### src/design/turf_defines.svh
`ifndef TURF_DEFINES_SVH
`define TURF_DEFINES_SVH

// Identity word reads as ASCII "TURF"
`define TURF_IDENT      32'h54555246
`define TURF_VER_MAJOR  4'd0
`define TURF_VER_MINOR  4'd8
`define TURF_VER_REV    8'd0
// Only the low 15 bits reach the date/version word
`define TURF_FW_DATE    16'h0000
`define TURF_REV_B      1'b1

// 16x baud ticks from ps_clk
`define HSK_TICK_STEP   82
`define HSK_TICK_WIDTH  10
`define GPS_TICK_STEP   25
`define GPS_TICK_WIDTH  12

`define BRIDGE_TIMEOUT_CYCLES 64
`define NUM_TURFIO      4
`define REG_ADDR_WIDTH  3
`define REG_DATA_WIDTH  32
`define EMIO_WIDTH      16

`endif

### src/design/turf_pkg.sv
`include "turf_defines.svh"

package turf_pkg;

    ////////////////////////////////////////
    // Vector types
    ////////////////////////////////////////

    typedef logic [`REG_ADDR_WIDTH-1:0]  reg_addr_t;
    typedef logic [`REG_DATA_WIDTH-1:0]  reg_data_t;
    typedef logic [`NUM_TURFIO-1:0]      link_mask_t;
    // Two bits per link, link 0 lowest
    typedef logic [2*`NUM_TURFIO-1:0]    bridge_sel_t;
    typedef logic [`EMIO_WIDTH-1:0]      emio_t;

    ////////////////////////////////////////
    // Enumerations
    ////////////////////////////////////////

    typedef enum logic [1:0] {
        BRIDGE_NONE   = 2'd0,
        BRIDGE_AURORA = 2'd1,
        BRIDGE_RSVD2  = 2'd2,
        BRIDGE_RSVD3  = 2'd3
    } bridge_type_t;

    typedef enum logic {
        BR_IDLE = 1'b0,
        BR_WAIT = 1'b1
    } bridge_state_t;

    // Codes 4 to 7 leave the output without a source
    typedef enum logic [2:0] {
        GPO_SYNC = 3'd0,
        GPO_RUN  = 3'd1,
        GPO_TRIG = 3'd2,
        GPO_PPS  = 3'd3
    } gpo_src_t;

    typedef enum logic [2:0] {
        REG_IDENT   = 3'd0,
        REG_DATEVER = 3'd1,
        REG_CTRL    = 3'd2,
        REG_BRSTAT  = 3'd3,
        REG_EMIO_O  = 3'd4,
        REG_EMIO_T  = 3'd5,
        REG_EMIO_I  = 3'd6
    } reg_map_t;

endpackage

### src/design/turf_bridge_if.sv
`timescale 1ns/1ps

interface turf_bridge_if;

    // Bridge type per link, from the control register
    turf_pkg::bridge_sel_t bridge_sel;
    // Sticky status back from the guard
    turf_pkg::link_mask_t  timeout_flags;
    turf_pkg::link_mask_t  invalid_flags;
    // One-cycle clear, one bit per link
    turf_pkg::link_mask_t  flags_clear;

    modport regs (output bridge_sel, output flags_clear,
                  input timeout_flags, input invalid_flags);

    modport guard (input bridge_sel, input flags_clear,
                   output timeout_flags, output invalid_flags);

endinterface

### src/design/baud_tick_gen.sv
`timescale 1ns/1ps

module baud_tick_gen #(
    parameter int STEP  = 82,
    parameter int WIDTH = 10
) (
    input  logic ps_clk,
    input  logic rst_n_i,
    output logic tick_o
);

    logic [WIDTH-1:0] acc_q;
    logic [WIDTH:0]   sum;
    logic             tick_q;

    // Carry out of the phase accumulator is the tick
    assign sum = {1'b0, acc_q} + (WIDTH+1)'(STEP);

    always_ff @(posedge ps_clk) begin
        if (!rst_n_i) begin
            acc_q  <= '0;
            tick_q <= 1'b0;
        end else begin
            acc_q  <= sum[WIDTH-1:0];
            tick_q <= sum[WIDTH];
        end
    end

    assign tick_o = tick_q;

endmodule

### src/design/crate_bridge_guard.sv
`timescale 1ns/1ps
`include "turf_defines.svh"

module crate_bridge_guard (
    input  logic                 ps_clk,
    input  logic                 rst_n_i,
    turf_bridge_if.guard         br,
    input  turf_pkg::link_mask_t aurora_up_i,
    input  logic                 crate_req_i,
    input  logic [1:0]           crate_link_i,
    input  logic                 crate_resp_i,
    output logic                 crate_cmd_o,
    output logic                 crate_done_o,
    output logic                 crate_busy_o
);

    localparam int CNT_W = $clog2(`BRIDGE_TIMEOUT_CYCLES);
    localparam logic [CNT_W-1:0] CNT_LAST = CNT_W'(`BRIDGE_TIMEOUT_CYCLES - 1);
    localparam turf_pkg::link_mask_t LINK_ONE = {{(`NUM_TURFIO-1){1'b0}}, 1'b1};

    turf_pkg::bridge_state_t state_q;
    turf_pkg::bridge_type_t  req_type;
    logic [CNT_W-1:0]        cnt_q;
    logic [1:0]              link_q;
    logic                    cmd_q;
    logic                    done_q;
    logic                    busy_q;
    logic                    accept;
    logic                    go_cmd;
    logic                    go_bad;
    logic                    resp_seen;
    logic                    timed_out;
    turf_pkg::link_mask_t    invalid_set;
    turf_pkg::link_mask_t    timeout_set;
    turf_pkg::link_mask_t    invalid_q;
    turf_pkg::link_mask_t    timeout_q;

    // Requests while busy are dropped
    assign accept   = crate_req_i && !busy_q;
    assign req_type = turf_pkg::bridge_type_t'(br.bridge_sel[{crate_link_i, 1'b0} +: 2]);
    assign go_cmd   = (req_type == turf_pkg::BRIDGE_AURORA) && aurora_up_i[crate_link_i];
    assign go_bad   = (req_type != turf_pkg::BRIDGE_NONE) && !go_cmd;

    // Response window opens with the command cycle and lasts the full timeout
    assign resp_seen = (state_q == turf_pkg::BR_WAIT) && crate_resp_i;
    assign timed_out = (state_q == turf_pkg::BR_WAIT) && !crate_resp_i && (cnt_q == CNT_LAST);

    assign invalid_set = (accept && go_bad) ? (LINK_ONE << crate_link_i) : '0;
    assign timeout_set = timed_out ? (LINK_ONE << link_q) : '0;

    always_ff @(posedge ps_clk) begin
        if (accept) begin
            link_q <= crate_link_i;
        end
    end

    ////////////////////////////////////////
    // Access FSM
    ////////////////////////////////////////

    always_ff @(posedge ps_clk) begin
        if (!rst_n_i) begin
            state_q   <= turf_pkg::BR_IDLE;
            cnt_q     <= '0;
            cmd_q     <= 1'b0;
            done_q    <= 1'b0;
            busy_q    <= 1'b0;
            invalid_q <= '0;
            timeout_q <= '0;
        end else begin
            cmd_q  <= 1'b0;
            done_q <= 1'b0;
            // Busy drops together with done
            if (done_q) begin
                busy_q <= 1'b0;
            end
            case (state_q)
                turf_pkg::BR_IDLE: begin
                    if (accept) begin
                        busy_q <= 1'b1;
                        if (go_cmd) begin
                            cmd_q   <= 1'b1;
                            cnt_q   <= '0;
                            state_q <= turf_pkg::BR_WAIT;
                        end else begin
                            done_q <= 1'b1;
                        end
                    end
                end
                turf_pkg::BR_WAIT: begin
                    if (resp_seen || timed_out) begin
                        done_q  <= 1'b1;
                        state_q <= turf_pkg::BR_IDLE;
                    end else begin
                        cnt_q <= cnt_q + 1'b1;
                    end
                end
                default: state_q <= turf_pkg::BR_IDLE;
            endcase
            // Sticky flags, a new event beats a clear on the same cycle
            invalid_q <= (invalid_q & ~br.flags_clear) | invalid_set;
            timeout_q <= (timeout_q & ~br.flags_clear) | timeout_set;
        end
    end

    assign crate_cmd_o      = cmd_q;
    assign crate_done_o     = done_q;
    assign crate_busy_o     = busy_q;
    assign br.invalid_flags = invalid_q;
    assign br.timeout_flags = timeout_q;

endmodule

### src/design/pueo_turf_ctrl.sv
`timescale 1ns/1ps
`include "turf_defines.svh"

module pueo_turf_ctrl (
    input  logic                 ps_clk,
    input  logic                 rst_n_i,
    // Register port
    input  logic                 reg_rd_i,
    input  logic                 reg_wr_i,
    input  turf_pkg::reg_addr_t  reg_addr_i,
    input  turf_pkg::reg_data_t  reg_wdata_i,
    output turf_pkg::reg_data_t  reg_rdata_o,
    output logic                 reg_ack_o,
    // Crate access
    input  turf_pkg::link_mask_t aurora_up_i,
    input  logic                 crate_req_i,
    input  logic [1:0]           crate_link_i,
    input  logic                 crate_resp_i,
    output logic                 crate_cmd_o,
    output logic                 crate_done_o,
    output logic                 crate_busy_o,
    // GPO sources
    input  logic                 sync_ce_i,
    input  logic                 sync_d_i,
    input  logic                 run_ce_i,
    input  logic                 run_d_i,
    input  logic                 trig_ce_i,
    input  logic                 trig_d_i,
    input  logic                 pps_ce_i,
    input  logic                 pps_d_i,
    output logic                 tout_o,
    // EMIO pins
    input  turf_pkg::link_mask_t tio_resetb_i,
    output turf_pkg::link_mask_t tio_resetb_o,
    output turf_pkg::link_mask_t tio_resetb_oe_o,
    input  logic                 gps_timepulse1_i,
    input  logic                 pps_pulse_i,
    input  logic                 hsk_complete_i,
    input  logic                 hsk_irq_i,
    input  logic                 uart_irq_b_i,
    output logic                 gps_extint1_o,
    // Serial debug ticks
    output logic                 hsk_tick_o,
    output logic                 gps_tick_o
);

    logic               gpo_en;
    turf_pkg::gpo_src_t gpo_select;
    turf_pkg::emio_t    emio_in;
    turf_pkg::emio_t    emio_out;
    turf_pkg::emio_t    emio_tri;

    turf_bridge_if br_if ();

    ////////////////////////////////////////
    // EMIO mapping
    ////////////////////////////////////////

    assign emio_in = {tio_resetb_i, gps_timepulse1_i, pps_pulse_i, 7'd0,
                      hsk_complete_i, hsk_irq_i, uart_irq_b_i};
    // Top nibble drives the TURFIO resets
    assign tio_resetb_o    = emio_out[15:12];
    assign tio_resetb_oe_o = ~emio_tri[15:12];
    assign gps_extint1_o   = !emio_tri[9] && emio_out[9];

    turf_ctl_regs u_regs (
        .ps_clk       (ps_clk),
        .rst_n_i      (rst_n_i),
        .reg_rd_i     (reg_rd_i),
        .reg_wr_i     (reg_wr_i),
        .reg_addr_i   (reg_addr_i),
        .reg_wdata_i  (reg_wdata_i),
        .reg_rdata_o  (reg_rdata_o),
        .reg_ack_o    (reg_ack_o),
        .br           (br_if),
        .gpo_en_o     (gpo_en),
        .gpo_select_o (gpo_select),
        .emio_i_i     (emio_in),
        .emio_o_o     (emio_out),
        .emio_t_o     (emio_tri)
    );

    crate_bridge_guard u_guard (
        .ps_clk       (ps_clk),
        .rst_n_i      (rst_n_i),
        .br           (br_if),
        .aurora_up_i  (aurora_up_i),
        .crate_req_i  (crate_req_i),
        .crate_link_i (crate_link_i),
        .crate_resp_i (crate_resp_i),
        .crate_cmd_o  (crate_cmd_o),
        .crate_done_o (crate_done_o),
        .crate_busy_o (crate_busy_o)
    );

    // Housekeeping 16x, roughly 8 MHz from 100 MHz
    baud_tick_gen #(
        .STEP  (`HSK_TICK_STEP),
        .WIDTH (`HSK_TICK_WIDTH)
    ) u_hsk_tick (
        .ps_clk  (ps_clk),
        .rst_n_i (rst_n_i),
        .tick_o  (hsk_tick_o)
    );

    // GPS 16x at 38400 baud
    baud_tick_gen #(
        .STEP  (`GPS_TICK_STEP),
        .WIDTH (`GPS_TICK_WIDTH)
    ) u_gps_tick (
        .ps_clk  (ps_clk),
        .rst_n_i (rst_n_i),
        .tick_o  (gps_tick_o)
    );

    turf_gpo_mux u_gpo_mux (
        .ps_clk       (ps_clk),
        .rst_n_i      (rst_n_i),
        .gpo_en_i     (gpo_en),
        .gpo_select_i (gpo_select),
        .sync_ce_i    (sync_ce_i),
        .sync_d_i     (sync_d_i),
        .run_ce_i     (run_ce_i),
        .run_d_i      (run_d_i),
        .trig_ce_i    (trig_ce_i),
        .trig_d_i     (trig_d_i),
        .pps_ce_i     (pps_ce_i),
        .pps_d_i      (pps_d_i),
        .tout_o       (tout_o)
    );

endmodule

### src/design/turf_ctl_regs.sv
`timescale 1ns/1ps
`include "turf_defines.svh"

module turf_ctl_regs (
    input  logic                ps_clk,
    input  logic                rst_n_i,
    input  logic                reg_rd_i,
    input  logic                reg_wr_i,
    input  turf_pkg::reg_addr_t reg_addr_i,
    input  turf_pkg::reg_data_t reg_wdata_i,
    output turf_pkg::reg_data_t reg_rdata_o,
    output logic                reg_ack_o,
    turf_bridge_if.regs         br,
    output logic                gpo_en_o,
    output turf_pkg::gpo_src_t  gpo_select_o,
    input  turf_pkg::emio_t     emio_i_i,
    output turf_pkg::emio_t     emio_o_o,
    output turf_pkg::emio_t     emio_t_o
);

    localparam turf_pkg::reg_data_t IDENT_WORD = `TURF_IDENT;
    localparam logic [15:0] FW_DATE = `TURF_FW_DATE;
    // Board flag, date, then major/minor/revision
    localparam turf_pkg::reg_data_t DATEVER_WORD = {`TURF_REV_B, FW_DATE[14:0],
                                                    `TURF_VER_MAJOR, `TURF_VER_MINOR,
                                                    `TURF_VER_REV};

    turf_pkg::reg_map_t    addr;
    turf_pkg::reg_data_t   rdata_d;
    turf_pkg::reg_data_t   rdata_q;
    logic                  ack_q;
    logic                  wr_brstat;
    turf_pkg::bridge_sel_t bridge_sel_q;
    logic                  gpo_en_q;
    turf_pkg::gpo_src_t    gpo_select_q;
    turf_pkg::emio_t       emio_o_q;
    turf_pkg::emio_t       emio_t_q;

    assign addr = turf_pkg::reg_map_t'(reg_addr_i);

    ////////////////////////////////////////
    // Read path
    ////////////////////////////////////////

    always_comb begin
        case (addr)
            turf_pkg::REG_IDENT:   rdata_d = IDENT_WORD;
            turf_pkg::REG_DATEVER: rdata_d = DATEVER_WORD;
            turf_pkg::REG_CTRL:    rdata_d = {20'd0, gpo_select_q, gpo_en_q, bridge_sel_q};
            turf_pkg::REG_BRSTAT:  rdata_d = {24'd0, br.timeout_flags, br.invalid_flags};
            turf_pkg::REG_EMIO_O:  rdata_d = {16'd0, emio_o_q};
            turf_pkg::REG_EMIO_T:  rdata_d = {16'd0, emio_t_q};
            turf_pkg::REG_EMIO_I:  rdata_d = {16'd0, emio_i_i};
            // Unmapped word reads as zero
            default:               rdata_d = '0;
        endcase
    end

    always_ff @(posedge ps_clk) begin
        if (reg_rd_i) begin
            rdata_q <= rdata_d;
        end
    end

    ////////////////////////////////////////
    // Write path
    ////////////////////////////////////////

    // Either status bit of a link clears both of its flags
    assign wr_brstat = reg_wr_i && (addr == turf_pkg::REG_BRSTAT);
    assign br.flags_clear = wr_brstat ?
                            (reg_wdata_i[`NUM_TURFIO-1:0] |
                             reg_wdata_i[2*`NUM_TURFIO-1:`NUM_TURFIO]) : '0;

    always_ff @(posedge ps_clk) begin
        if (!rst_n_i) begin
            ack_q        <= 1'b0;
            bridge_sel_q <= '0;
            gpo_en_q     <= 1'b0;
            gpo_select_q <= turf_pkg::GPO_SYNC;
            emio_o_q     <= '0;
            // All EMIO pins start tri-stated
            emio_t_q     <= '1;
        end else begin
            ack_q <= reg_rd_i | reg_wr_i;
            if (reg_wr_i) begin
                case (addr)
                    turf_pkg::REG_CTRL: begin
                        bridge_sel_q <= reg_wdata_i[2*`NUM_TURFIO-1:0];
                        gpo_en_q     <= reg_wdata_i[8];
                        gpo_select_q <= turf_pkg::gpo_src_t'(reg_wdata_i[11:9]);
                    end
                    turf_pkg::REG_EMIO_O: emio_o_q <= reg_wdata_i[`EMIO_WIDTH-1:0];
                    turf_pkg::REG_EMIO_T: emio_t_q <= reg_wdata_i[`EMIO_WIDTH-1:0];
                    default: ;
                endcase
            end
        end
    end

    assign reg_rdata_o   = rdata_q;
    assign reg_ack_o     = ack_q;
    assign br.bridge_sel = bridge_sel_q;
    assign gpo_en_o      = gpo_en_q;
    assign gpo_select_o  = gpo_select_q;
    assign emio_o_o      = emio_o_q;
    assign emio_t_o      = emio_t_q;

endmodule

### src/design/turf_gpo_mux.sv
`timescale 1ns/1ps

module turf_gpo_mux (
    input  logic               ps_clk,
    input  logic               rst_n_i,
    input  logic               gpo_en_i,
    input  turf_pkg::gpo_src_t gpo_select_i,
    input  logic               sync_ce_i,
    input  logic               sync_d_i,
    input  logic               run_ce_i,
    input  logic               run_d_i,
    input  logic               trig_ce_i,
    input  logic               trig_d_i,
    input  logic               pps_ce_i,
    input  logic               pps_d_i,
    output logic               tout_o
);

    logic sel_ce;
    logic sel_d;
    logic tout_q;

    always_comb begin
        sel_ce = 1'b0;
        sel_d  = 1'b0;
        case (gpo_select_i)
            turf_pkg::GPO_SYNC: begin
                sel_ce = sync_ce_i;
                sel_d  = sync_d_i;
            end
            turf_pkg::GPO_RUN: begin
                sel_ce = run_ce_i;
                sel_d  = run_d_i;
            end
            turf_pkg::GPO_TRIG: begin
                sel_ce = trig_ce_i;
                sel_d  = trig_d_i;
            end
            turf_pkg::GPO_PPS: begin
                sel_ce = pps_ce_i;
                sel_d  = pps_d_i;
            end
            // Unused codes never load, output holds
            default: ;
        endcase
    end

    always_ff @(posedge ps_clk) begin
        if (!rst_n_i) begin
            tout_q <= 1'b0;
        end else if (!gpo_en_i) begin
            tout_q <= 1'b0;
        end else if (sel_ce) begin
            tout_q <= sel_d;
        end
    end

    assign tout_o = tout_q;

endmodule

### config.mk
export PLATFORM = sky130hd
export DESIGN_NAME = pueo_turf_ctrl
export DESIGN_NICKNAME = d
export VERILOG_FILES = /design/src/design/turf_pkg.sv /design/src/design/turf_bridge_if.sv /design/src/design/baud_tick_gen.sv /design/src/design/crate_bridge_guard.sv /design/src/design/pueo_turf_ctrl.sv /design/src/design/turf_ctl_regs.sv /design/src/design/turf_gpo_mux.sv
export VERILOG_INCLUDE_DIRS = /design/src /design/src/design
export SDC_FILE = /design/constraint.sdc
export NUM_CORES = 1
export LEC_CHECK = 0
export BUFFER_PORTS_ARGS = -buffer_cell sky130_fd_sc_hd__buf_2
export CAP_MARGIN = 5
export CELL_PAD_IN_SITES_DETAIL_PLACEMENT = 1
export CELL_PAD_IN_SITES_GLOBAL_PLACEMENT = 1
export CORE_ASPECT_RATIO = 0.6
export CORE_UTILIZATION = 35
export CTS_CLUSTER_SIZE = 24
export DETAILED_ROUTE_END_ITERATION = 8
export PLACE_DENSITY_LB_ADDON = 0.1
export SLEW_MARGIN = 15
export SYNTH_ARGS = -nofsm -noshare
export SYNTH_HDL_FRONTEND = slang
export SYNTH_SLANG_ARGS = --single-unit
export TNS_END_PERCENT = 30
### constraint.sdc
create_clock -name ps_clk -period 1.5 [get_ports ps_clk]
set_input_delay 0.3 -clock ps_clk [delete_from_list [all_inputs] [get_ports ps_clk]]
set_output_delay 0.3 -clock ps_clk [all_outputs]
set_load 0.02 [all_outputs]
==> metrics.md <==
| Metric | Value |
|---|---|
| Final setup violation count | 1 |
| Remaining antenna violation count | 0 |
| PnR worst setup slack | -0.02261 ns |
| HP Class | in -> reg |
| Initial Util | a little over a third |
| Area of placed instances | ~5500 um2 |
| # rows | 32 |
| Unrepaired setup endpoints after global routing | true |
| Placed instance count | between 700 and 800 |
| Async set-or-reset flop fraction in the synthesized netlist | 0% |
| Synth top cells by count | nand2_1, dfxtp_1, a21oi_1 |
| Top FF cell, synth | dfxtp_1 |
| Final period utilization | 101.5% |
| Outcome | complete, but fails checks |
| CP delay by family, top | multiplexers |
| Root Driver | clkbuf_16 |
| Area growth syn-to-layout | 27.41% |
| Hold Violations, Final | 0 |
| Skew final | around 0.0096 ns |
| 1st-iter DRT viols | 310 |
| Sequential cell area fraction in the yosys report | 50.61% |
| Peak Freq | 656.8 MHz |
| Critical Path Start Type | flop |
| Fin cells | slightly above 800 |
| Buf/Inv on CP | 0 |
| Largest net degree at the start of global routing | 27 |
| Layout Nets | approximately 700 |
| Clock Pin Slew Worst Setup and Hold Paths | 0.07 ns |
| Power density cells | 1088 nW/um2 |
| Post-synth top area cell | dfxtp_1 |
| Worst-Skew Late Latency | around 0.35 ns |
| Most common cell in the synthesized netlist | nand2_1 |
| Hpwl dp | between 10 and 15 mm |
| Clk sinks | ~110 |
| CP Cell Sequence | mux4_2, nand4b_4, a22oi_2, o32ai_1 |
| Post-Syn Area | between 4000 and 5000 um2 |
| Crit path launch | u_regs.br.bridge_sel[7] |
| Top cell type's share of synthesized area | between 30 and 40% |
| Power Total | between 6 and 7 mW |
| Slowest cell on crit path | mux4_2 |
| Worst ir drop on vdd | between 0.5 and 0.6 mV |
| Worst Max-Slew Pin Slew | between 0.7 and 0.8 ns |
| First-pass GRT wire length | roughly 23 mm |
| Top post-synthesis cells by area | dfxtp_1, edfxtp_1, nand2_1 |
| Final instance area | 5897 um2 |
| Slew Limit Fails | 0 |
| Critical Path RT | between 1.5 and 2 ns |
| Max-Cap Viols | 0 |
| Cts bufs inserted | 9 |
| TritonCTS clock tree | built |
| Core area | 12850 um2 |
| Routed wire length | approximately 14 mm |
| Vias per inst | approximately 5.3 |
| Synth unique cells | 55 |
| # fillers | around 1500 |
| Post-Syn Instances | 515 |
| Input/output buffers | 87 |
| DRC Markers | 0 |
| Vias in the first global route | approximately 4300 |
| H-tree Lvls | 3 |
| Post-synth EDFFs | 20 |
| Failing checks | setup timing |
| Io pins | ~110 |
| Vias | 4241 |
| Share of post-route cells with drive strength above 1 | between 20 and 30% |
| WP data arrival | roughly 1.8 ns |
| Crit-path max FO | 7 |
| Die width | around 150 um |
| Hold Slack | 0.1910 ns |
| Initial antenna violation count | 1 |
| Fin crit period | approximately 1.5 ns |
| Leak | 2.434 nW |
| #FFs+latches synth | between 100 and 150 |
| YS warnings | 0 |
| Initial DRT Pass Iterations | 4 |
| CP Class | reg -> reg |
| Slew HR | about half |
| GRT Resource Usage Total | roughly 22% |
| Gpl congestion | approximately 0.79 |
| HP Start | reg_wdata_i[10] |
| Longest Clk Path Bufs | 2 |
| Die height | roughly 90 um |
| Cts hold-fix bufs | 0 |
| Die area | ~14000 um2 |
| Synthesized area per cell | around 9.0 um2 |
| CP Capture Type | flop |
| FF-to-FF Start | u_regs.br.bridge_sel[7] |
| WL/cell | 17.97 um |
| Grt ovf | 0 |
| CP max stage delay | 0.51 ns |
registers in the layout, summed over array words and instances (netlist names), 2 cells and up:
register / count
u_guard.link_q: 2
u_guard.br.invalid_flags: 4
u_regs.gpo_select_o: 3
u_gps_tick.acc_q: 12
u_guard.br.timeout_flags: 4
u_guard.cnt_q: 6
u_regs.br.bridge_sel: 8
u_regs.emio_o_o: 16
u_regs.emio_t_o: 16
u_regs.reg_rdata_o: 18
u_hsk_tick.acc_q: 9
kinds of logic after synthesis:
kind of cell,count (synthesis),synth area share (%)
other cells,1,0.08103
buf+inv,64,7.029
simple gates,201,19.65
xor+xnor,10,1.893
compound gates,117,15.90
mux,12,4.028
flops,107,50.61
fa+ha+maj,3,0.8111
worst reg2reg max path, cell delays in order, from the launching register on:
cell,delay (ns)
dfxtp_2,0.35
mux4_2,0.51
nand4b_4,0.27
a22oi_2,0.19
o32ai_1,0.09
repair_timing:
item	CTS	global route
setup buffers	5	0
gates resized for setup	11	6
pin swaps	3	1
endpoints found under the setup margin	4	12
gates cloned	0	0
placed cells by master (no fill, tap or decap), drive strengths merged, types with 6 or more instances in the layout:
cell type	count
xnor2	8
conb	8
a21oi	48
buf	143
inv	17
nor2	32
nor2b	6
nand3	26
a22oi	7
clkbuf	13
nor3	8
a221oi	10
edfxtp	20
nand2	102
dfxtp	87
o21ai	23
where the power goes:
| group | internal [mW] | switching, mW | total [mW] |
|---|---|---|---|
| registers | 3.05 | 0.0812 | 3.13 |
| logic | 0.312 | 0.464 | 0.776 |
| clock network | 1.39 | 1.12 | 2.50 |
| total | 4.75 | 1.66 | 6.42 |
metrics by stage:
stage | utilization (%) | TNS [ns] | worst slack, ns
global placement | 42.63 | -1.707 | -0.1574
detailed placement | 42.63 | -2.668 | -0.2066
floorplan | - | 0 | 0.001410
CTS | 45.77 | -0.01223 | -0.006218
finish | 45.88 | -0.02261 | -0.02261
global route | 45.88 | -0.2233 | -0.06108
routing by layer:
layer  wire (um)  part of all wire, %  track usage, %  vias to the layer above
met5           0                    0               0                        -
met4         140                 0.97           5.219                        0
met3         960                  6.6           3.518                       13
met2        6332                   44           33.72                      128
met1        7047                   49           31.98                     2081
li1            -                    -               -                     2019
final cells by class:
| cell class | count | area (um2) | share of cell area [%] |
|---|---|---|---|
| clock inverter | 3 | 26.28 | 0.4456 |
| clock buffer | 13 | 292.8 | 4.965 |
| multi-input combinational | 351 | 2034 | 34.50 |
| timing repair buffer | 143 | 909.6 | 15.43 |
| sequential | 107 | 2350 | 39.85 |
| tap | 170 | 212.7 | 3.607 |
| antenna | 1 | 2.502 | 0.04244 |
| inverter | 18 | 68.82 | 1.167 |
worst paths after layout:
path / end / slack, ns / cells past startpoint
max: u_guard.cnt_q[2] / -0.02 / 4
min: u_regs.emio_t_o[10] / 0.19 / 3
max reg2reg: u_guard.cnt_q[2] / -0.02 / 4
min reg2reg: u_hsk_tick.acc_q[1] / 0.44 / 1
Note: power is estimated with default switching activity, not from simulation.
